==> config.mk <==
export PLATFORM = sky130hd
export DESIGN_NAME = load_extract
export DESIGN_NICKNAME = d
export VERILOG_FILES = /design/src/mem_unit_pkg.sv /design/src/load_extract.sv
export VERILOG_INCLUDE_DIRS = /design/src
export SDC_FILE = /design/constraint.sdc
export NUM_CORES = 1
export LEC_CHECK = 0
export ABC_AREA = 1
export BUFFER_PORTS_ARGS = -buffer_cell sky130_fd_sc_hd__buf_2
export CORE_ASPECT_RATIO = 0.7
export CORE_MARGIN = 2
export CORE_UTILIZATION = 46
export DETAILED_ROUTE_END_ITERATION = 12
export PLACE_DENSITY = 0.95
export SYNTH_ARGS = -nofsm -noshare
export SYNTH_HDL_FRONTEND = slang
export SYNTH_SLANG_ARGS = --single-unit
==> constraint.sdc <==
create_clock -name vclk -period 3.1
set_input_delay 0.62 -clock vclk [all_inputs]
set_output_delay 0.62 -clock vclk [all_outputs]
set_load 0.005 [all_outputs]
==> src/mem_unit_defines.svh <==
`ifndef MEM_UNIT_DEFINES_SVH
`define MEM_UNIT_DEFINES_SVH

// Byte address width
`define MEM_ADDR_WIDTH 12

// Depth in words, 2**(MEM_ADDR_WIDTH-2)
`define MEM_WORDS 1024

// Steering logic assumes four byte lanes
`define MEM_DATA_WIDTH 32

`endif

==> src/mem_unit_pkg.sv <==
package mem_unit_pkg;

  typedef enum logic [4:0] {
    LW, LH, LB, LHU, LBU, LM,
    SW, SH, SB, SM,
    AMOSWAP_W, AMOADD_W, AMOXOR_W, AMOAND_W, AMOOR_W,
    AMOMIN_W, AMOMAX_W, AMOMINU_W, AMOMAXU_W
  } mem_op_e;

  typedef enum logic {
    STAGE_EMPTY,
    STAGE_FULL
  } stage_e;

  function automatic logic is_load(mem_op_e op);
    return op inside {LW, LH, LB, LHU, LBU, LM};
  endfunction

  function automatic logic is_store(mem_op_e op);
    return op inside {SW, SH, SB, SM};
  endfunction

  function automatic logic is_amo(mem_op_e op);
    return op inside {AMOSWAP_W, AMOADD_W, AMOXOR_W, AMOAND_W, AMOOR_W,
                      AMOMIN_W, AMOMAX_W, AMOMINU_W, AMOMAXU_W};
  endfunction

endpackage

==> src/load_extract.sv <==
`timescale 1ns/1ns
`include "mem_unit_defines.svh"

module load_extract
  import mem_unit_pkg::*;
(
  input  mem_op_e                         op_i,
  input  logic [1:0]                      byte_off_i,
  input  logic [`MEM_DATA_WIDTH/8-1:0]    mask_i,
  input  logic [`MEM_DATA_WIDTH-1:0]      word_i,
  output logic [`MEM_DATA_WIDTH-1:0]      data_o
);

  logic [7:0]                    byte_sel;
  logic [15:0]                   half_sel;
  logic [`MEM_DATA_WIDTH-1:0]    bit_mask;

  assign byte_sel = word_i[8*byte_off_i +: 8];
  assign half_sel = word_i[16*byte_off_i[1] +: 16];  // Low offset bit is ignored

  // Widen the byte mask to one bit per data bit
  always_comb begin
    for (int i = 0; i < `MEM_DATA_WIDTH/8; i++) begin
      bit_mask[8*i +: 8] = {8{mask_i[i]}};
    end
  end

  always_comb begin
    case (op_i)
      LW:      data_o = word_i;
      LH:      data_o = {{16{half_sel[15]}}, half_sel};
      LB:      data_o = {{24{byte_sel[7]}}, byte_sel};
      LHU:     data_o = {16'b0, half_sel};
      LBU:     data_o = {24'b0, byte_sel};
      LM:      data_o = word_i & bit_mask;
      default: data_o = '0;
    endcase
  end

endmodule

==> run_results.csv <==
group,metric,value,unit
clocking,post_cts.repair.setup_buffers,0,
job,drv_cap,0,
route,vias_per_cell,5.18,
clocking,cts_hold_buf,0,
setup_path,cpLargestDelayFamily,"simple AND/OR/NAND/NOR gates",
global_routing,antenna_violations_before_repair,0,
layout,syn_to_final_growth,38.4,%
sta,max_slew_margin,71.9,%
layout,mostFrequentLayoutCell,"nand2_1",
layout,most-common-layout-cells,"nand2_1, buf_2, nand3_1",
global_routing,overflow,0,
sta,maxClockFrequency,377,MHz
setup_path,end_kind,"primary output",
place,gp_routability_congestion,0.939,
logic_synthesis,synthesis.yosys.warnings,0,
sta,tns,0,ns
place,place.detailed.hpwl,2.83,mm
logic_synthesis,synth.net_count,270,
logic_synthesis,share_of_synthesized_cell_area_in_and_or_nand_and_nor_gates,75.0,%
setup_path,cp_data_arrival_time,2.04,ns
sta,timing.final.setup_violations,0,
pwr,powerDensity,106,nW/um^2
layout,nets,341,
layout,antenna_cells,0,
setup_path,cpMaxStageDelayCell,"a21oi_4",
run_status,failed_checks,"design-rule violations",
global_routing,largest_net_degree_at_the_start_of_global_routing,18,
setup_path,cp-start-kind,"input pin",
floorplanning,placementRows,13,
global_routing,grt_first_pass_wirelength,5.56,mm
sta,final-max-slew-violation-count,0,
global_routing,number_of_global_route_vias_before_repair,1312,
sta,final_worst_hold_slack,1.52,ns
logic_synthesis,synth_xor_area_share,0,%
logic_synthesis,dominant_combinational_cell_family_by_area_after_synthesis,"simple AND/OR/NAND/NOR gates",
logic_synthesis,synthesized_area_fraction_occupied_by_ao_oa_aoi_and_oai_cells,13.0,%
worst_hold_path,hp-class,"input pin to primary output",
logic_synthesis,netlist_instances,227,
route,final_antenna_net_count,0,
layout,final.clkbuf_count,0,
route,first_iter_violations,106,
sta,report.final.hold_viol_count,0,
route,drt_pre_antenna_iters,10,
layout,layout.sequential_cells,0,
route,detail_route.wl_per_cell,11.0,um
floorplanning,die_w,58.9,um
route,routed_wirelength,3.50,mm
logic_synthesis,synth_mux_area_share,0,%
pwr,irDropWorstVdd,0.0520,mV
floorplanning,fp.dieH,42.4,um
route,drcViolationCount,5,
setup_path,critical_path_buf_inv_count,3,
floorplanning,initial_utilization,50.6,%
clocking,post_cts.resized_instances,0,
global_routing,track_usage,26.8,%
sta,period_minus_slack,2.66,ns
layout,share_of_final_layout_standard_cells_stronger_than_drive_strength_1,30.1,%
logic_synthesis,yosysSeqAreaShare,0,%
run_status,outcome,"complete, but fails checks",
logic_synthesis,summed_instance_area_of_the_synthesized_netlist,971,um^2
logic_synthesis,yosys.cell_types.count,17,
setup_path,largest_incremental_delay_on_the_critical_path,0.36,ns
setup_path,crit_path_cell_trace,"buf_2 > inv_2 > nand2_1 > nand3_1 > nand2_1 > nor2_4 > a21oi_4 > nand2_1 > buf_2",
floorplanning,top_level_i_o_count,75,
sta,rsz0062_at_grt,"no",
place,place.port_buffers,75,
logic_synthesis,post_synth.cell_area_avg,4.28,um^2
logic_synthesis,synth_adder_area_share,0,%
floorplanning,die-area,2500,um^2
layout,seq_area,0,um^2
setup_path,critPathMaxFanout,16,
sta,worst_margin_slew,0.421,ns
place,dp_cells,318,
setup_path,setup.worst_path.class,"input pin to primary output",
floorplanning,design.core.area,1920,um^2
setup_path,most_prevalent_standard_cell_on_the_critical_path,"nand2_1",
pwr,power.static_leakage,0.000994,uW
layout,filler_cells,192,
layout,layout.cells.non_filler,318,
route,dr_total_vias,1648,
layout,multi_input_gate_area,855,um^2
setup_path,worst_endpoint_required_time,2.48,ns
sta,final_min_period_over_clock_period,85.7,%
-- through the flow --
stage	instance area, um^2	utilization, %	power, uW	worst slack, ns
floorplan	971	-	76.0	0.995
global placement	1340	70.0	136	0.519
detailed placement	1340	70.0	139	0.453
CTS	1340	70.0	140	0.452
global route	1340	70.0	159	0.249
finish	1340	70.0	142	0.445
-- layout make-up --
type,count,area share (%)
inverters,21,5.87
multi-input cells,199,63.6
well taps,22,2.05
repair buffers,76,28.5
-- power by group --
part,total [uW],switching (uW),internal [uW]
clock,0,0,0
sequential,0,0,0
combinational,142,86.1,55.9
-- layer usage --
layer / vias up / global-route usage (%) / part of all wire [%]
li1: 854 / - / -
met1: 680 / 40.0 / 45
met2: 102 / 43.1 / 43
met3: 12 / 0.926 / 10
met4: 0 / 3.64 / 1.8
met5: - / 0 / 0
-- synthesized netlist by cell type, drive strengths merged --
master    n  area share [%]
nand2   125              48
nand3    33              18
clkbuf    2            0.77
o21ai     6             4.3
buf       5             3.1
inv      21             8.1
a21oi    14             8.8
nor2     21             9.1
-- path summary, 6_finish.rpt --
check / start / to / slack [ns] / cells past startpoint
setup / recovery: byte_off_i[1] / data_o[17] / 0.44 / 9
hold / removal: word_i[29] / data_o[29] / 1.52 / 4
-- worst min-delay path, delay by kind of cell --
family / cells / cell delay, ns
buffers and inverters: 2 / 0.19
and+or+nand+nor: 2 / 0.10
-- kinds of logic (layout without fill, tap and decap cells) --
family | count (synthesis) | after routing
AND/OR/NAND/NOR | 179 | 179
AO/OA/AOI/OAI | 20 | 20
buffers and inverters | 28 | 97
(Power assumes the default switching activity.)
