## config.mk

```make
export PLATFORM = sky130hd
export DESIGN_NAME = amo_alu
export DESIGN_NICKNAME = d
export VERILOG_FILES = /design/src/mem_unit_pkg.sv /design/src/amo_alu.sv
export VERILOG_INCLUDE_DIRS = /design/src
export SDC_FILE = /design/constraint.sdc
export NUM_CORES = 1
export LEC_CHECK = 0
export ABC_CLOCK_PERIOD_IN_PS = 7330
export BUFFER_PORTS_ARGS = -buffer_cell sky130_fd_sc_hd__clkbuf_2
export CAP_MARGIN = 20
export CORE_UTILIZATION = 60
export DETAILED_ROUTE_END_ITERATION = 6
export GPL_TIMING_DRIVEN = 0
export PLACE_DENSITY_LB_ADDON = 0.1
export SLEW_MARGIN = 40
export SYNTH_ARGS = -nofsm -noshare
export SYNTH_HDL_FRONTEND = slang
export SYNTH_SLANG_ARGS = --single-unit
export TNS_END_PERCENT = 30
```

## constraint.sdc

```tcl
create_clock -name vclk -period 7.33
set_input_delay 0.733 -clock vclk [all_inputs]
set_output_delay 0.733 -clock vclk [all_outputs]
set_load 0.01 [all_outputs]
```

## src/mem_unit_defines.svh

```systemverilog
`ifndef MEM_UNIT_DEFINES_SVH
`define MEM_UNIT_DEFINES_SVH

// Byte address width
`define MEM_ADDR_WIDTH 12

// Depth in words, 2**(MEM_ADDR_WIDTH-2)
`define MEM_WORDS 1024

// Steering logic assumes four byte lanes
`define MEM_DATA_WIDTH 32

`endif

```

## src/mem_unit_pkg.sv

```systemverilog
package mem_unit_pkg;

  typedef enum logic [4:0] {
    LW, LH, LB, LHU, LBU, LM,
    SW, SH, SB, SM,
    AMOSWAP_W, AMOADD_W, AMOXOR_W, AMOAND_W, AMOOR_W,
    AMOMIN_W, AMOMAX_W, AMOMINU_W, AMOMAXU_W
  } mem_op_e;

  typedef enum logic {
    STAGE_EMPTY,
    STAGE_FULL
  } stage_e;

  function automatic logic is_load(mem_op_e op);
    return op inside {LW, LH, LB, LHU, LBU, LM};
  endfunction

  function automatic logic is_store(mem_op_e op);
    return op inside {SW, SH, SB, SM};
  endfunction

  function automatic logic is_amo(mem_op_e op);
    return op inside {AMOSWAP_W, AMOADD_W, AMOXOR_W, AMOAND_W, AMOOR_W,
                      AMOMIN_W, AMOMAX_W, AMOMINU_W, AMOMAXU_W};
  endfunction

endpackage

```

## src/amo_alu.sv

```systemverilog
`timescale 1ns/1ns
`include "mem_unit_defines.svh"

module amo_alu
  import mem_unit_pkg::*;
(
  input  mem_op_e                       op_i,
  input  logic [`MEM_DATA_WIDTH-1:0]    old_i,
  input  logic [`MEM_DATA_WIDTH-1:0]    operand_i,
  output logic [`MEM_DATA_WIDTH-1:0]    new_o
);

  logic signed_lt;
  logic unsigned_lt;

  assign signed_lt   = $signed(operand_i) < $signed(old_i);
  assign unsigned_lt = operand_i < old_i;

  always_comb begin
    case (op_i)
      AMOSWAP_W: new_o = operand_i;
      AMOADD_W:  new_o = old_i + operand_i;
      AMOXOR_W:  new_o = old_i ^ operand_i;
      AMOAND_W:  new_o = old_i & operand_i;
      AMOOR_W:   new_o = old_i | operand_i;
      AMOMIN_W:  new_o = signed_lt ? operand_i : old_i;
      AMOMAX_W:  new_o = (!signed_lt && operand_i != old_i) ? operand_i : old_i;
      AMOMINU_W: new_o = unsigned_lt ? operand_i : old_i;
      AMOMAXU_W: new_o = (!unsigned_lt && operand_i != old_i) ? operand_i : old_i;
      default:   new_o = old_i;  // Not an atomic, word is left as it was
    endcase
  end

endmodule

```

==> impl_metrics.toml, run 1 <==
[power]
powerDensity_nw_per_um2 = 79.0
vdd_drop_max_uv = 56.1
p_leak_nw = 2.81
finalPower_mw = 0.476

[routing]
first_pass_iters = 7
postRouteAntennaNets = 0
totalWireLength_mm = 22.9
wl_per_cell_um = 22.7
vias = 7265
drt_iter0_markers = 1136
drc = 40
vias_per_cell = 7.19

[worst_setup_path]
endpoint = "new_o[27]"
cp.required_ns = 6.60
critPathMaxFanout = 10
crit_start = "old_i[22]"
cp.arrival_ns = 4.91
start_kind = "primary input"
path_class = "in2out"
crit_path_end_kind = "output port"

[final_layout]
num-clock-buffers = 0
syn_to_final_growth_pct = 12.0
nets = 1070
antenna_cells = 0
ff_latch_area_um2 = 0
finalInstanceArea_um2 = 6030
drive_above_1_share_pct = 16.2
fin_util_pct = 69.1
nFlopsAndLatches = 0

[yosys]
yosys.area_share.simple_pct = 21.9
synthMuxAreaShare_pct = 3.40
synth_adder_area_share_pct = 22.7
synth_nets = 969
synth_top_family_by_area = "compound AO/OA/AOI/OAI gates"
ys_seq_area_share_pct = 0
ys_types = 74
synthXorXnorAreaFrac_pct = 1.95
postSynthAreaPerCell_um2 = 6.70
syn-cell-area_um2 = 5380
synth_compound_area_share_pct = 40.4
yosys_warnings = 0
synthCells = 803

[die]
design.core.area_um2 = 8720
rows = 34
die_area_um2 = 9350
die_w_um = 96.7
fp.dieH_um = 96.7
ios = 101
initial_core_util_pct = 61.7

[sta]
hold_violations = 0
worst_slew_pin_slew_ns = 0.910
max_freq_mhz = 177
drv_slew = 0
fin_crit_ns = 5.65
post-route-period-util_pct = 77.0
slew_headroom_pct = 39.3
rsz0062_at_grt = "false"
setup_viol_count_final = 0
tns_ns = 0
whs_ns = 1.82

[cts]
hold_buffers = 0
cts_resized = 0
post_cts_buffers = 0

[global_routing]
grt-ovfl-total = 0
grtUsageTotal_pct = 46.1
grt_pass1_wl_mm = 34.9
antenna_found_initial = 0
grt_pass1_vias = 6739
grt_max_degree = 11

[status]
status = "finished, violations left"
violations = "design-rule violations"

[placement]
hpwl_mm = 17.3
place_area_um2 = 6020
globalplace.congestion = 1.05
port_buffers = 99

[run]
drv_cap = 0

[hold_path]
hold_class = "in2out"
==> worst min path at each step <==
stage / slack (ns) / startpoint / depth (start not counted) / to
after floorplan: 1.59 / operand_i[8] / 2 / new_o[8]
after global placement: 1.81 / old_i[9] / 3 / new_o[9]
after detailed placement: 1.82 / old_i[9] / 3 / new_o[9]
after CTS: 1.82 / old_i[9] / 3 / new_o[9]
after global routing: 1.84 / old_i[9] / 3 / new_o[9]
final: 1.82 / old_i[9] / 3 / new_o[9]
==> critical path: stages <==
cell and delay [ns]:
clkbuf_2 0.13, inv_1 0.11, ha_1 0.29, clkbuf_1 0.44
nor2_1 0.17, nand4_2 0.25, a21oi_1 0.10, nor4_2 0.61
o21a_1 0.21, buf_2 0.23, mux2i_2 0.72, or2_2 0.28
a221oi_1 0.08, a211oi_1 0.37, clkbuf_2 0.19
==> routing by layer <==
| layer | vias to the layer above | global-route usage, % | routed length, um |
|---|---|---|---|
| met3 | 153 | 11.6 | 3640 |
| li1 | 3192 | - | - |
| met5 | - | 0 | 0 |
| met1 | 3264 | 61.1 | 8520 |
| met2 | 656 | 68.4 | 9310 |
| met4 | 0 | 24.0 | 1440 |
==> cell usage in the layout, fill, tap and decap left out, types with 8 or more instances in the layout <==
master      n
a211oi_1   17
a21oi_1    89
a221oi_1   22
a22oi_1    13
and3_1      9
buf_2       9
clkbuf_1   34
clkbuf_2  101
ha_1       96
inv_1      76
mux2i_1    15
nand2_1    71
nand2b_1   10
nand3_1    12
nor2_1     58
nor3_1     11
o211ai_1   21
o21a_1     10
o21ai_0    58
o22ai_1    17
xnor2_1     8
==> report_power, final <==
group | switching [mW] | internal, mW
registers | 0 | 0
clock network | 0 | 0
logic | 0.309 | 0.166
==> stage by stage <==
step	setup slack, ns	cells
after floorplan	3.08	803
after global placement	1.53	1010
after detailed placement	1.83	1010
after CTS	1.82	1010
after global routing	1.51	1010
final	1.68	1010
==> final cells by class <==
type	count	area (um^2)
Timing Repair Buffer	99	495
Tap cell	108	135
Buffer	51	235
Fill cell	772	2700
Inverter	76	285
Multi-Input combinational cell	676	4870
==> synth_stat cells, types with 5 or more instances <==
master,instances,area [um^2]
mux2i_1,16,160
clkbuf_1,35,131
buf_2,9,45.0
a211oi_1,17,128
nor2_1,58,218
o22ai_1,17,106
nand4_1,7,43.8
nor2b_1,7,43.8
o21ai_0,58,290
o211ai_1,21,158
nor4_4,5,106
a311oi_1,5,43.8
a31oi_1,5,31.3
a221o_1,6,60.1
a21oi_1,89,445
o21a_1,10,75.1
inv_1,76,285
and2_1,6,37.5
a21o_1,7,52.6
xnor2_1,8,70.1
and3_1,9,56.3
a22oi_1,13,97.6
nand2_1,71,267
a221oi_1,22,193
nor3_1,13,65.1
ha_1,96,1200
nand2b_1,10,62.6
nand3_1,12,60.1
o2111ai_1,7,61.3
==> kinds of logic after synthesis <==
family                   count (synthesis)
AO/OA/AOI/OAI                          324
AND/OR/NAND/NOR                        225
buffers and inverters                  127
XOR/XNOR                                12
multiplexers                            18
adder cells (fa/ha/maj)                 97
Note: power is estimated with default switching activity, not from simulation.
==> run 2, diff against run 1 <==
Settings changed: ABC_AREA set to 1, ABC_CLOCK_PERIOD_IN_PS 7330 to 5350.
Clock period 7.33 ns to 5.35 ns, I/O delays scaled along.
==> impl_metrics.toml, run 2 <==
[status]
status = "finished, violations left"
violations = "design-rule violations"

[final_layout]
fin_util_pct = 69.1
nets = 1632
syn_to_final_growth_pct = 9.99
layout.cells.most_common = "nand2_1"
antenna_cells = 0
nFlopsAndLatches = 0
num-clock-buffers = 0
final_cell_mix = "nand2_1 (346), nand3_1 (233), nor2_1 (199)"
ff_latch_area_um2 = 0
drive_above_1_share_pct = 10.1

[die]
initial_core_util_pct = 62.8
die_w_um = 109
rows = 38
fp.dieH_um = 109
ios = 101
die_area_um2 = 12000
design.core.area_um2 = 11000

[worst_setup_path]
cp_slowest_cell = "nor4_1"
path_class = "in2out"
start_kind = "primary input"
cpPeakStageDelay_ns = 0.57
cp.arrival_ns = 3.94
path_common_cell = "nand2_1"
cp.required_ns = 4.82
path_cells = "clkbuf_2 > inv_1 > ha_1 > clkbuf_1 > nor4_1 > and3_1 > nand2_1 > nand2_2 > nand2_1 > nand2_1 > buf_2 > nand2_1 > nand3_1 > nand2_1 > nor2_1 > nor2_1 > clkbuf_2"
crit_path_end_kind = "output port"
critPathMaxFanout = 10

[placement]
globalplace.congestion = 1.10
port_buffers = 101
hpwl_mm = 25.1

[yosys]
ys_types = 39
synth_nets = 1528
ys_top_cells_by_count = "nand2_1 (346), nand3_1 (233), nor2_1 (199), inv_1 (152), ha_1 (96)"
ys_seq_area_share_pct = 0
yosys-top-cells-area = "nand2_1 (19%), ha_1 (17%), nand3_1 (17%), nor2_1 (11%), inv_1 (8.2%)"
synth_top_area_share_pct = 18.7
synth_most_common_cell = "nand2_1"
synthCells = 1362
synth_area_leader_cell = "nand2_1"
postSynthAreaPerCell_um2 = 5.09
yosys_warnings = 0
syn-cell-area_um2 = 6930

[sta]
slew_headroom_pct = 34.0
hold_violations = 0
fin_crit_ns = 4.48
rsz0062_at_grt = "false"
whs_ns = 1.40
drv_slew = 0
post-route-period-util_pct = 83.7
tns_ns = 0
worst_slew_pin_slew_ns = 0.990
setup_viol_count_final = 0
max_freq_mhz = 223

[global_routing]
grt_pass1_wl_mm = 49.0
grtUsageTotal_pct = 54.7
antenna_found_initial = 0
grt-ovfl-total = 0
grt_max_degree = 11
grt_pass1_vias = 9129

[routing]
wl_per_cell_um = 20.9
postRouteAntennaNets = 0
drc = 30
drt_iter0_markers = 1915
totalWireLength_mm = 33.5
vias = 10600
first_pass_iters = 7
vias_per_cell = 6.60

[power]
vdd_drop_max_uv = 79.0
powerDensity_nw_per_um2 = 107
p_leak_nw = 4.01

[cts]
post_cts_buffers = 0
cts_resized = 0
hold_buffers = 0

[run]
drv_cap = 0

[hold_path]
hold_class = "in2out"
## run 2: cell types whose count changed after synthesis, moves of 10 or more
cell | previous run | this run
a21oi_1 | 89 | 67
a221oi_1 | 22 | 0
a22oi_1 | 13 | 2
buf_2 | 9 | 20
inv_1 | 76 | 152
mux2i_1 | 16 | 0
nand2_1 | 71 | 346
nand2b_1 | 10 | 0
nand3_1 | 12 | 233
nand4_1 | 7 | 22
nor2_1 | 58 | 199
## run 2: routing by layer
layer	GRT usage (%)	vias to the layer above	wire [um]
li1	-	4747	-
met1	66.0	4547	11900
met2	75.8	1009	12500
met3	27.3	279	6150
met4	34.0	2	2820
met5	4.91	-	46
## run 2: critical path: cells and delay by family
| family | cells | cell delay [ns] |
|---|---|---|
| adders and majority gates | 1 | 0.31 |
| buffers and inverters | 5 | 1.04 |
| and+or+nand+nor | 11 | 2.05 |
## run 2: final cells by class
class	count	area, um^2
Multi-Input combinational cell	1146	6070
Buffer	62	280
Inverter	154	578
Tap cell	140	175
Fill cell	1084	3410
Timing Repair Buffer	102	513
## run 2: metrics by stage
step	setup slack (ns)	cells	power, mW	cell area (um^2)
floorplan	2.31	1362	0.485	6930
global placement	1.14	1603	0.744	7610
detailed placement	1.20	1603	0.755	7610
CTS	1.20	1603	0.758	7610
global route	0.825	1604	0.870	7620
finish	0.874	1604	0.817	7620
## run 2: kinds of logic (layout without fill, tap and decap cells)
family          after synthesis  in the layout  share of synthesized area (%)
buf+inv                     216            318                           12.3
xor+xnor                      2              2                          0.253
compound gates              211            211                           18.1
fa+ha+maj                    97             97                           17.6
simple gates                836            836                           51.7
## run 2: where the power goes
part | switching [mW] | total (mW) | internal, mW
Combinational | 0.581 | 0.817 | 0.236
Sequential | 0 | 0 | 0
Clock | 0 | 0 | 0
## run 2: final timing paths
| kind | from | endpoint | slack [ns] | depth (start not counted) |
|---|---|---|---|---|
| max | old_i[18] | new_o[9] | 0.87 | 17 |
| min | old_i[15] | new_o[15] | 1.40 | 4 |
