===== config.mk =====
export PLATFORM = sky130hd
export DESIGN_NAME = store_align
export DESIGN_NICKNAME = d
export VERILOG_FILES = /design/src/mem_unit_pkg.sv /design/src/store_align.sv
export VERILOG_INCLUDE_DIRS = /design/src
export SDC_FILE = /design/constraint.sdc
export NUM_CORES = 1
export LEC_CHECK = 0
export BUFFER_PORTS_ARGS = -buffer_cell sky130_fd_sc_hd__buf_2
export CAP_MARGIN = 0
export CORE_MARGIN = 3
export CORE_UTILIZATION = 39
export DETAILED_ROUTE_END_ITERATION = 8
export GPL_ROUTABILITY_DRIVEN = 0
export PLACE_DENSITY = 0.9
export SYNTH_ARGS = -nofsm -noshare
export SYNTH_HDL_FRONTEND = slang
export SYNTH_SLANG_ARGS = --single-unit

===== constraint.sdc =====
create_clock -name vclk -period 1.6
set_input_delay 0.24 -clock vclk [all_inputs]
set_output_delay 0.24 -clock vclk [all_outputs]
set_load 0.03 [all_outputs]

===== src/mem_unit_defines.svh =====
`ifndef MEM_UNIT_DEFINES_SVH
`define MEM_UNIT_DEFINES_SVH

// Byte address width
`define MEM_ADDR_WIDTH 12

// Depth in words, 2**(MEM_ADDR_WIDTH-2)
`define MEM_WORDS 1024

// Steering logic assumes four byte lanes
`define MEM_DATA_WIDTH 32

`endif


===== src/mem_unit_pkg.sv =====
package mem_unit_pkg;

  typedef enum logic [4:0] {
    LW, LH, LB, LHU, LBU, LM,
    SW, SH, SB, SM,
    AMOSWAP_W, AMOADD_W, AMOXOR_W, AMOAND_W, AMOOR_W,
    AMOMIN_W, AMOMAX_W, AMOMINU_W, AMOMAXU_W
  } mem_op_e;

  typedef enum logic {
    STAGE_EMPTY,
    STAGE_FULL
  } stage_e;

  function automatic logic is_load(mem_op_e op);
    return op inside {LW, LH, LB, LHU, LBU, LM};
  endfunction

  function automatic logic is_store(mem_op_e op);
    return op inside {SW, SH, SB, SM};
  endfunction

  function automatic logic is_amo(mem_op_e op);
    return op inside {AMOSWAP_W, AMOADD_W, AMOXOR_W, AMOAND_W, AMOOR_W,
                      AMOMIN_W, AMOMAX_W, AMOMINU_W, AMOMAXU_W};
  endfunction

endpackage


===== src/store_align.sv =====
`timescale 1ns/1ns
`include "mem_unit_defines.svh"

module store_align
  import mem_unit_pkg::*;
(
  input  mem_op_e                         op_i,
  input  logic [1:0]                      byte_off_i,
  input  logic [`MEM_DATA_WIDTH-1:0]      data_i,
  input  logic [`MEM_DATA_WIDTH/8-1:0]    mask_i,
  input  logic [`MEM_DATA_WIDTH-1:0]      amo_word_i,
  output logic [`MEM_DATA_WIDTH-1:0]      wr_data_o,
  output logic [`MEM_DATA_WIDTH/8-1:0]    wr_mask_o
);

  always_comb begin
    case (op_i)
      SW: begin
        wr_data_o = data_i;
        wr_mask_o = '1;
      end
      SH: begin
        wr_data_o = {2{data_i[15:0]}};  // Same half in both lanes
        wr_mask_o = byte_off_i[1] ? 4'b1100 : 4'b0011;
      end
      SB: begin
        wr_data_o = {4{data_i[7:0]}};
        wr_mask_o = 4'b0001 << byte_off_i;
      end
      SM: begin
        wr_data_o = data_i;
        wr_mask_o = mask_i;
      end
      default: begin
        if (is_amo(op_i)) begin
          wr_data_o = amo_word_i;  // Atomics always rewrite the whole word
          wr_mask_o = '1;
        end else begin
          wr_data_o = '0;  // Loads leave memory alone
          wr_mask_o = '0;
        end
      end
    endcase
  end

endmodule


==> summary.md, run 1 <==
## Run status
- status: finished with violations
- failing checks: negative setup slack

## Power
- Leak: 1.13 nW
- largest vdd supply drop: 0.239 mV
- pwr dens: 351 nW/µm²

## Yosys
- count of warnings emitted by yosys: 0
- proportion of netlist area held by the largest area contributor: 13.3%
- net count after synthesis: 246
- synthesized area divided by synthesized cell count: 7.05 µm²
- number of distinct standard cells referenced by the synthesized netlist: 40
- proportion of synthesized chip area in sequential cells: 0%
- Synth Instances: 171
- post-synthesis instance area: 1200 µm²
- most area-hungry cell type in the Yosys netlist: a221o_1
- most area-consuming cells after synthesis: a221o_1, nand4_1, nor2b_1

## Timing
- number of failing hold endpoints at the final stage: 0
- smallest hold slack: 0.805 ns
- Setup Viol. Count Final: 34
- maximum frequency from static timing analysis: 546 MHz
- Final WS setup: -0.231 ns
- Final min period: 1.83 ns
- Max Transition Viols Final: 0
- Tightest Pin Transition: 0.361 ns
- period utilisation layout: 114%
- unrepaired setup endpoints after global routing: true
- slew margin rel.: 75.9%

## Placement
- worst slack at placement: -0.212 ns
- post-place instance area: 1970 µm²
- cell total after placement: 318
- count of buffers from port buffering: 111
- total half-perimeter wirelength after legalization and detailed placement: 4.00 mm

## Hold path
- Hold/Removal Path Class: primary input to output port
- number of cells traversed by the worst hold path: 3

## Detailed routing
- Remaining DRCs: 0
- count of vias placed by the detailed router: 2180
- number of nets with antenna violations after detailed routing: 0
- wire length per cell: 21.3 µm
- final routed wirelength across all metal layers: 6.96 mm
- Via-to-Cell Ratio: 6.67
- detailed-router iteration count before antenna repair: 5
- Starting DRT DRC Count: 183

## Cells and area
- Inserted Diodes: 0
- summed area of non-filler cells in the final layout: 2460 µm²
- Reg area: 0 µm²
- Final nets: 373
- number of clock-tree buffers in the layout: 0
- Area Growth Syn to Fin: 104%
- share of the core filled with cells: 86.1%
- Fillers: 163
- share of layout cells above drive strength 1: 63.9%
- Non-Filler Instances: 327
- sequential cell count: 0

## Global route
- antenna violations before repair: 0
- largest net degree at the start of global routing: 25
- remaining global-route overflow: 0
- aggregate global-route resource usage: 31.3%
- first-pass GRT wire length: 9.08 mm
- number of global-route vias before repair: 1983

## Critical path
- endpoint class of the critical path: output port
- Data arrival, critical path: 1.59 ns
- CP dominant cell by count: buf_4
- Worst Path Max Fanout: 8
- Worst EP required: 1.36 ns
- crit path max-delay cell type: nor4bb_4
- CP max stage delay: 0.43 ns
- CP Class: primary input to output port
- launching element type of the critical path: primary input
- cells along the critical path: buf_12 -> buf_4 -> nor4bb_4 -> buf_4 -> o21ai_0 -> nand4_1 -> buf_6

## Floorplanning
- initial core utilization: 42.2%
- die width: 61.6 µm
- top-level I/O count: 111
- die boundary height: 61.6 µm
- number of standard-cell rows in the floorplan: 19
- DIE AREA: 3790 µm²
- area of the core: 2850 µm²

## Job
- # Max-Cap Violations: 0

## Clock network
- number of buffers inserted for hold repair after clock tree synthesis: 0

==> per-layer routing <==
metal  global-route usage (%)  vias up  routed length (µm)
met2                     61.6      179                3530
met5                        0        -                   0
met1                     35.0      996                2400
met4                     9.09        0                 450
li1                         -      957                   -
met3                     2.73       48                 579
==> critical path, delay by kind of cell <==
kind	cells	cell delay [ns]
buf+inv	4	0.64
simple gates	2	0.59
compound gates	1	0.13
==> cell usage after synthesis, types with 2 or more instances <==
| library cell | instances |
|---|---|
| a221o_1 | 16 |
| o211ai_1 | 2 |
| buf_1 | 3 |
| o21ai_0 | 8 |
| clkbuf_1 | 6 |
| nand2b_1 | 8 |
| a31oi_1 | 2 |
| a32oi_1 | 8 |
| and4_1 | 8 |
| nor2b_1 | 16 |
| nor2_1 | 4 |
| a22o_1 | 8 |
| nand3b_1 | 2 |
| and2_1 | 9 |
| o221ai_1 | 2 |
| nor4bb_1 | 3 |
| nand4_1 | 16 |
| a21oi_1 | 11 |
| buf_2 | 7 |
| nand3_1 | 8 |
| buf_6 | 4 |
| a21oi_2 | 2 |
==> logic make-up after synthesis <==
| kind of cell | share of synthesized area [%] |
|---|---|
| compound gates | 42.8 |
| simple gates | 47.4 |
| buf+inv | 9.86 |
==> worst paths after layout <==
path,from,to,slack [ns]
worst max-delay path,op_i[2],wr_data_o[27],-0.23
worst min-delay path,amo_word_i[5],wr_data_o[5],0.80
==> per-stage QoR <==
stage	setup TNS, ns	total power, W
floorplan	-0.584	0.000414
global placement	-4.36	0.000639
detailed placement	-5.38	0.000651
CTS	-3.74	0.000791
global route	-5.77	0.000904
finish	-4.00	0.000862
==> power by group <==
group	leakage, nW	internal [W]	switching (W)
combinational	1.13	0.000414	0.000448
clock	0	0	0
sequential	0	0	0
total	1.13	0.000414	0.000448
==> repair_timing <==
action,CTS,global route
resized for setup,79,39
endpoints found under the setup margin,36,36
buffers inserted,5,4
hold endpoints to repair,0,0
pin swaps,17,15
gates cloned,2,1
==> final cells by class <==
class,count,area (µm²),share of cell area [%]
multi-input combinational,150,1290,52.4
tap,31,38.8,1.58
timing repair buffer,146,1130,46.1
==> layout by cell type (no fill, tap or decap), types with 2 or more instances in the layout <==
cell type / synthesis / final
nand3_1: 8 / 8
buf_4: 0 / 29
o211ai_1: 2 / 2
a32oi_1: 8 / 8
nor4bb_4: 0 / 3
buf_2: 7 / 71
and2_1: 9 / 8
a22o_4: 0 / 7
or3b_4: 1 / 2
a221o_1: 16 / 4
nand3b_1: 2 / 2
and4_1: 8 / 8
nor2_1: 4 / 3
buf_12: 0 / 3
nand4_1: 16 / 16
buf_6: 4 / 40
a221o_2: 0 / 12
a21oi_1: 11 / 8
nor2b_1: 16 / 16
o221ai_2: 0 / 2
o21ai_0: 8 / 8
nand2b_1: 8 / 8
a21oi_2: 2 / 5
Power figures use the tool's default switching activity.
==> run 2, diff against run 1 <==
==> constraint.sdc (replaced) <==
create_clock -name vclk -period 1.6
set_input_delay 0.16 -clock vclk [all_inputs]
set_output_delay 0.16 -clock vclk [all_outputs]
set_load 0.03 [all_outputs]
==> summary.md, run 2 (synthesis gave the netlist of run 1 again) <==
## Global route
- remaining global-route overflow: 0
- antenna violations before repair: 0
- largest net degree at the start of global routing: 33
- aggregate global-route resource usage: 23.0%
- first-pass GRT wire length: 6.95 mm
- number of global-route vias before repair: 1603

## Power
- Leak: 1.02 nW
- Int Power: 0.000353 W
- pwr dens: 344 nW/µm²
- proportion of power drawn by combinational gates: 100.0%
- largest vdd supply drop: 0.198 mV
- share of total power consumed by net switching: 52.8%
- proportion of power drawn by flip-flops and latches: 0%
- Clk network pwr share: 0%
- P_sw: 0.000394 W

## Detailed routing
- detailed-router iteration count before antenna repair: 4
- wire length per cell: 16.7 µm
- Via-to-Cell Ratio: 6.10
- count of vias placed by the detailed router: 1951
- Remaining DRCs: 0
- final routed wirelength across all metal layers: 5.35 mm
- Starting DRT DRC Count: 138
- number of nets with antenna violations after detailed routing: 0

## Floorplanning
- initial core utilization: 42.2%
- number of standard-cell rows in the floorplan: 19
- top-level I/O count: 111
- area of the core: 2850 µm²
- DIE AREA: 3790 µm²
- die width: 61.6 µm
- die boundary height: 61.6 µm

## Job
- # Max-Cap Violations: 0

## Placement
- cell total after placement: 316
- total half-perimeter wirelength after legalization and detailed placement: 3.86 mm
- count of buffers from port buffering: 111

## Cells and area
- number of clock-tree buffers in the layout: 0
- most frequent standard cell in the layout excluding fill and tap cells: buf_2
- Reg area: 0 µm²
- Final nets: 366
- commonest non-fill, non-tap cells in the layout: buf_2, buf_6, buf_4
- Non-Filler Instances: 320
- Area Growth Syn to Fin: 80.4%
- share of layout cells above drive strength 1: 52.6%
- sequential cell count: 0
- Inserted Diodes: 0
- share of the core filled with cells: 76.2%
- Fillers: 225

## Timing
- slew margin rel.: 75.0%
- Final min period: 1.65 ns
- Final WS setup: -0.0510 ns
- Setup Viol. Count Final: 12
- maximum frequency from static timing analysis: 606 MHz
- number of failing hold endpoints at the final stage: 0
- unrepaired setup endpoints after global routing: true
- Max Transition Viols Final: 0
- period utilisation layout: 103%
- Tightest Pin Transition: 0.369 ns

## Critical path
- Worst Path Max Fanout: 6
- crit path max-delay cell type: or3b_4
- CP Class: primary input to output port
- Data arrival, critical path: 1.49 ns
- launching element type of the critical path: primary input
- Worst EP required: 1.44 ns
- source of the critical timing path: op_i[3]
- CP max stage delay: 0.39 ns
- endpoint class of the critical path: output port
- cells along the critical path: buf_12 -> or3b_4 -> o22ai_4 -> clkbuf_16 -> a221o_1 -> buf_6

## Hold path
- hold path startpoint: data_i[20]
- Hold/Removal Path Class: primary input to output port

## Run status
- status: finished with violations
- failing checks: negative setup slack

## Clock network
- number of buffers inserted for hold repair after clock tree synthesis: 0

## run 2: changes by cell type in the layout (fill, tap and decap cells not counted), sizes merged
cell,change
buf,-7
## run 2: layout make-up
cell class                 instances  area (µm²)  share of cell area, %
multi-input combinational        150        1120                   51.6
timing repair buffer             139        1010                   46.6
tap                               31        38.8                   1.78
## run 2: worst paths after layout
path | end | slack, ns | cells past startpoint
worst max-delay path | wr_data_o[9] | -0.05 | 6
worst min-delay path | wr_data_o[20] | 0.66 | 3
## run 2: critical path: cells and delay by family
| family | cells | cell delay, ns |
|---|---|---|
| simple gates | 1 | 0.39 |
| compound gates | 2 | 0.47 |
| buf+inv | 3 | 0.46 |
## run 2: power by group through the flow
stage	registers [W]	clock network, W	logic [W]
global route	0	0	0.000795
CTS	0	0	0.000637
finish	0	0	0.000747
global placement	0	0	0.000606
floorplan	0	0	0.000387
detailed placement	0	0	0.000616
## run 2: per-stage QoR
stage	setup WS [ns]	TNS, ns	hold WS, ns	total power (W)	cell area [µm²]
floorplan	-0.0362	-0.0788	0.603	0.000387	1220
global placement	-0.0131	-0.0816	0.690	0.000606	1870
detailed placement	-0.0794	-0.603	0.691	0.000616	1870
CTS	-0.00445	-0.0128	0.670	0.000637	1920
global route	-0.0786	-1.06	0.671	0.000795	2170
finish	-0.0510	-0.226	0.663	0.000747	2170
## run 2: repair_timing
action / CTS / global route
gates resized for setup: 16 / 67
setup buffers: 0 / 2
pin swaps: 0 / 27
cloned: 0 / 3
setup endpoints to repair: 14 / 36
## run 2: layer usage
metal / vias up / track usage (%) / wire [µm]
met2: 108 / 45.7 / 2870
li1: 946 / - / -
met4: 0 / 1.21 / 55
met3: 6 / 0.419 / 438
met5: - / 0 / 0
met1: 891 / 28.4 / 1990
==> run 3, diff against run 2 <==
- MAX_ROUTING_LAYER: default -> met4
==> summary.md, run 3 (synthesis gave the netlist of run 1 again) <==
## Timing
- maximum frequency from static timing analysis: 609 MHz
- unrepaired setup endpoints after global routing: true
- Final min period: 1.64 ns
- Setup Viol. Count Final: 12
- Final WS setup: -0.0427 ns
- slew margin rel.: 75.0%
- Tightest Pin Transition: 0.370 ns
- Max Transition Viols Final: 0
- number of failing hold endpoints at the final stage: 0
- period utilisation layout: 103%

## Global route
- largest net degree at the start of global routing: 33
- number of global-route vias before repair: 1608
- remaining global-route overflow: 0
- antenna violations before repair: 0
- first-pass GRT wire length: 6.95 mm
- aggregate global-route resource usage: 23.7%

## Floorplanning
- die width: 61.6 µm
- area of the core: 2850 µm²
- die boundary height: 61.6 µm
- number of standard-cell rows in the floorplan: 19
- DIE AREA: 3790 µm²
- top-level I/O count: 111
- initial core utilization: 42.2%

## Cells and area
- Reg area: 0 µm²
- share of layout cells above drive strength 1: 52.6%
- sequential cell count: 0
- summed area of non-filler cells in the final layout: 2170 µm²
- commonest non-fill, non-tap cells in the layout: buf_2, buf_6, buf_4
- area of combinational cells with multiple inputs: 1120 µm²
- Inserted Diodes: 0
- number of clock-tree buffers in the layout: 0
- Final nets: 366
- Non-Filler Instances: 320
- Fillers: 225
- Area Growth Syn to Fin: 80.4%
- most frequent standard cell in the layout excluding fill and tap cells: buf_2

## Detailed routing
- number of nets with antenna violations after detailed routing: 0
- Remaining DRCs: 0
- Starting DRT DRC Count: 116
- count of vias placed by the detailed router: 1935
- wire length per cell: 16.8 µm
- detailed-router iteration count before antenna repair: 4
- Via-to-Cell Ratio: 6.05
- final routed wirelength across all metal layers: 5.38 mm

## Power
- Int Power: 0.000353 W
- share of total power consumed by net switching: 52.9%
- proportion of power drawn by flip-flops and latches: 0%
- P_sw: 0.000395 W
- Clk network pwr share: 0%
- proportion of power drawn by combinational gates: 100.0%
- pwr dens: 344 nW/µm²
- largest vdd supply drop: 0.198 mV
- Leak: 1.02 nW

## Placement
- count of buffers from port buffering: 111
- total half-perimeter wirelength after legalization and detailed placement: 3.86 mm
- post-place instance area: 1870 µm²
- cell total after placement: 316
- worst slack at placement: -0.0794 ns

## Critical path
- CP max stage delay: 0.39 ns
- sum of buffers and inverters on the critical path: 3
- Worst EP required: 1.44 ns
- Data arrival, critical path: 1.48 ns
- CP Class: primary input to output port
- family with the most delay on the worst path: buffers and inverters
- crit path max-delay cell type: or3b_4
- launching element type of the critical path: primary input
- endpoint class of the critical path: output port
- cells along the critical path: buf_12 -> or3b_4 -> o22ai_4 -> clkbuf_16 -> a221o_1 -> buf_6
- Worst Path Max Fanout: 6

## Run status
- failing checks: negative setup slack
- status: finished with violations

## Hold path
- Hold/Removal Path Class: primary input to output port

## Job
- # Max-Cap Violations: 0

## Clock network
- number of buffers inserted for hold repair after clock tree synthesis: 0

==> run 3: cell counts in the layout (fill, tap and decap cells not counted) <==
Identical to the previous run, type by type.
==> run 3: metal layers <==
| metal | up-vias | track usage, % | routed length (µm) |
|---|---|---|---|
| li1 | 948 | - | - |
| met2 | 94 | 45.9 | 2880 |
| met3 | 6 | 0.419 | 373 |
| met5 | - | - | 0 |
| met4 | 0 | 1.21 | 61 |
| met1 | 887 | 28.3 | 2060 |
==> run 3: power groups by stage <==
stage          registers, W  logic (W)  clock network [W]
2_1_floorplan             0   0.000387                  0
3_3_place_gp              0   0.000606                  0
3_5_place_dp              0   0.000616                  0
4_1_cts                   0   0.000637                  0
5_1_grt                   0   0.000795                  0
6_report                  0   0.000748                  0
==> run 3: tightest hold or removal path, stage by stage <==
cell	delay [ns]
buf_2	0.08
a221o_1	0.14
buf_6	0.13
==> run 3: path summary, 6_finish.rpt <==
kind	endpoint	slack, ns	startpoint	cells past startpoint
max	wr_data_o[9]	-0.04	op_i[3]	6
min	wr_data_o[20]	0.66	data_i[20]	3
==> run 3: what timing repair did <==
item,in CTS,in global routing
pin swaps,0,27
gates resized for setup,16,67
gates cloned,0,3
setup buffers,0,2
setup endpoints to repair,14,36
==> run 3: area by class of cell <==
type | instances | area share (%)
repair buffers | 139 | 46.6
multi-input cells | 150 | 51.6
well taps | 31 | 1.78
==> run 3: through the flow <==
stage	utilization (%)	total power [W]	hold WS [ns]	TNS (ns)
after floorplan	-	0.000387	0.603	-0.0788
after global placement	65.7	0.000606	0.690	-0.0816
after detailed placement	65.7	0.000616	0.691	-0.603
after CTS	67.4	0.000637	0.670	-0.0128
after global routing	76.2	0.000795	0.671	-1.06
final	76.2	0.000748	0.663	-0.265
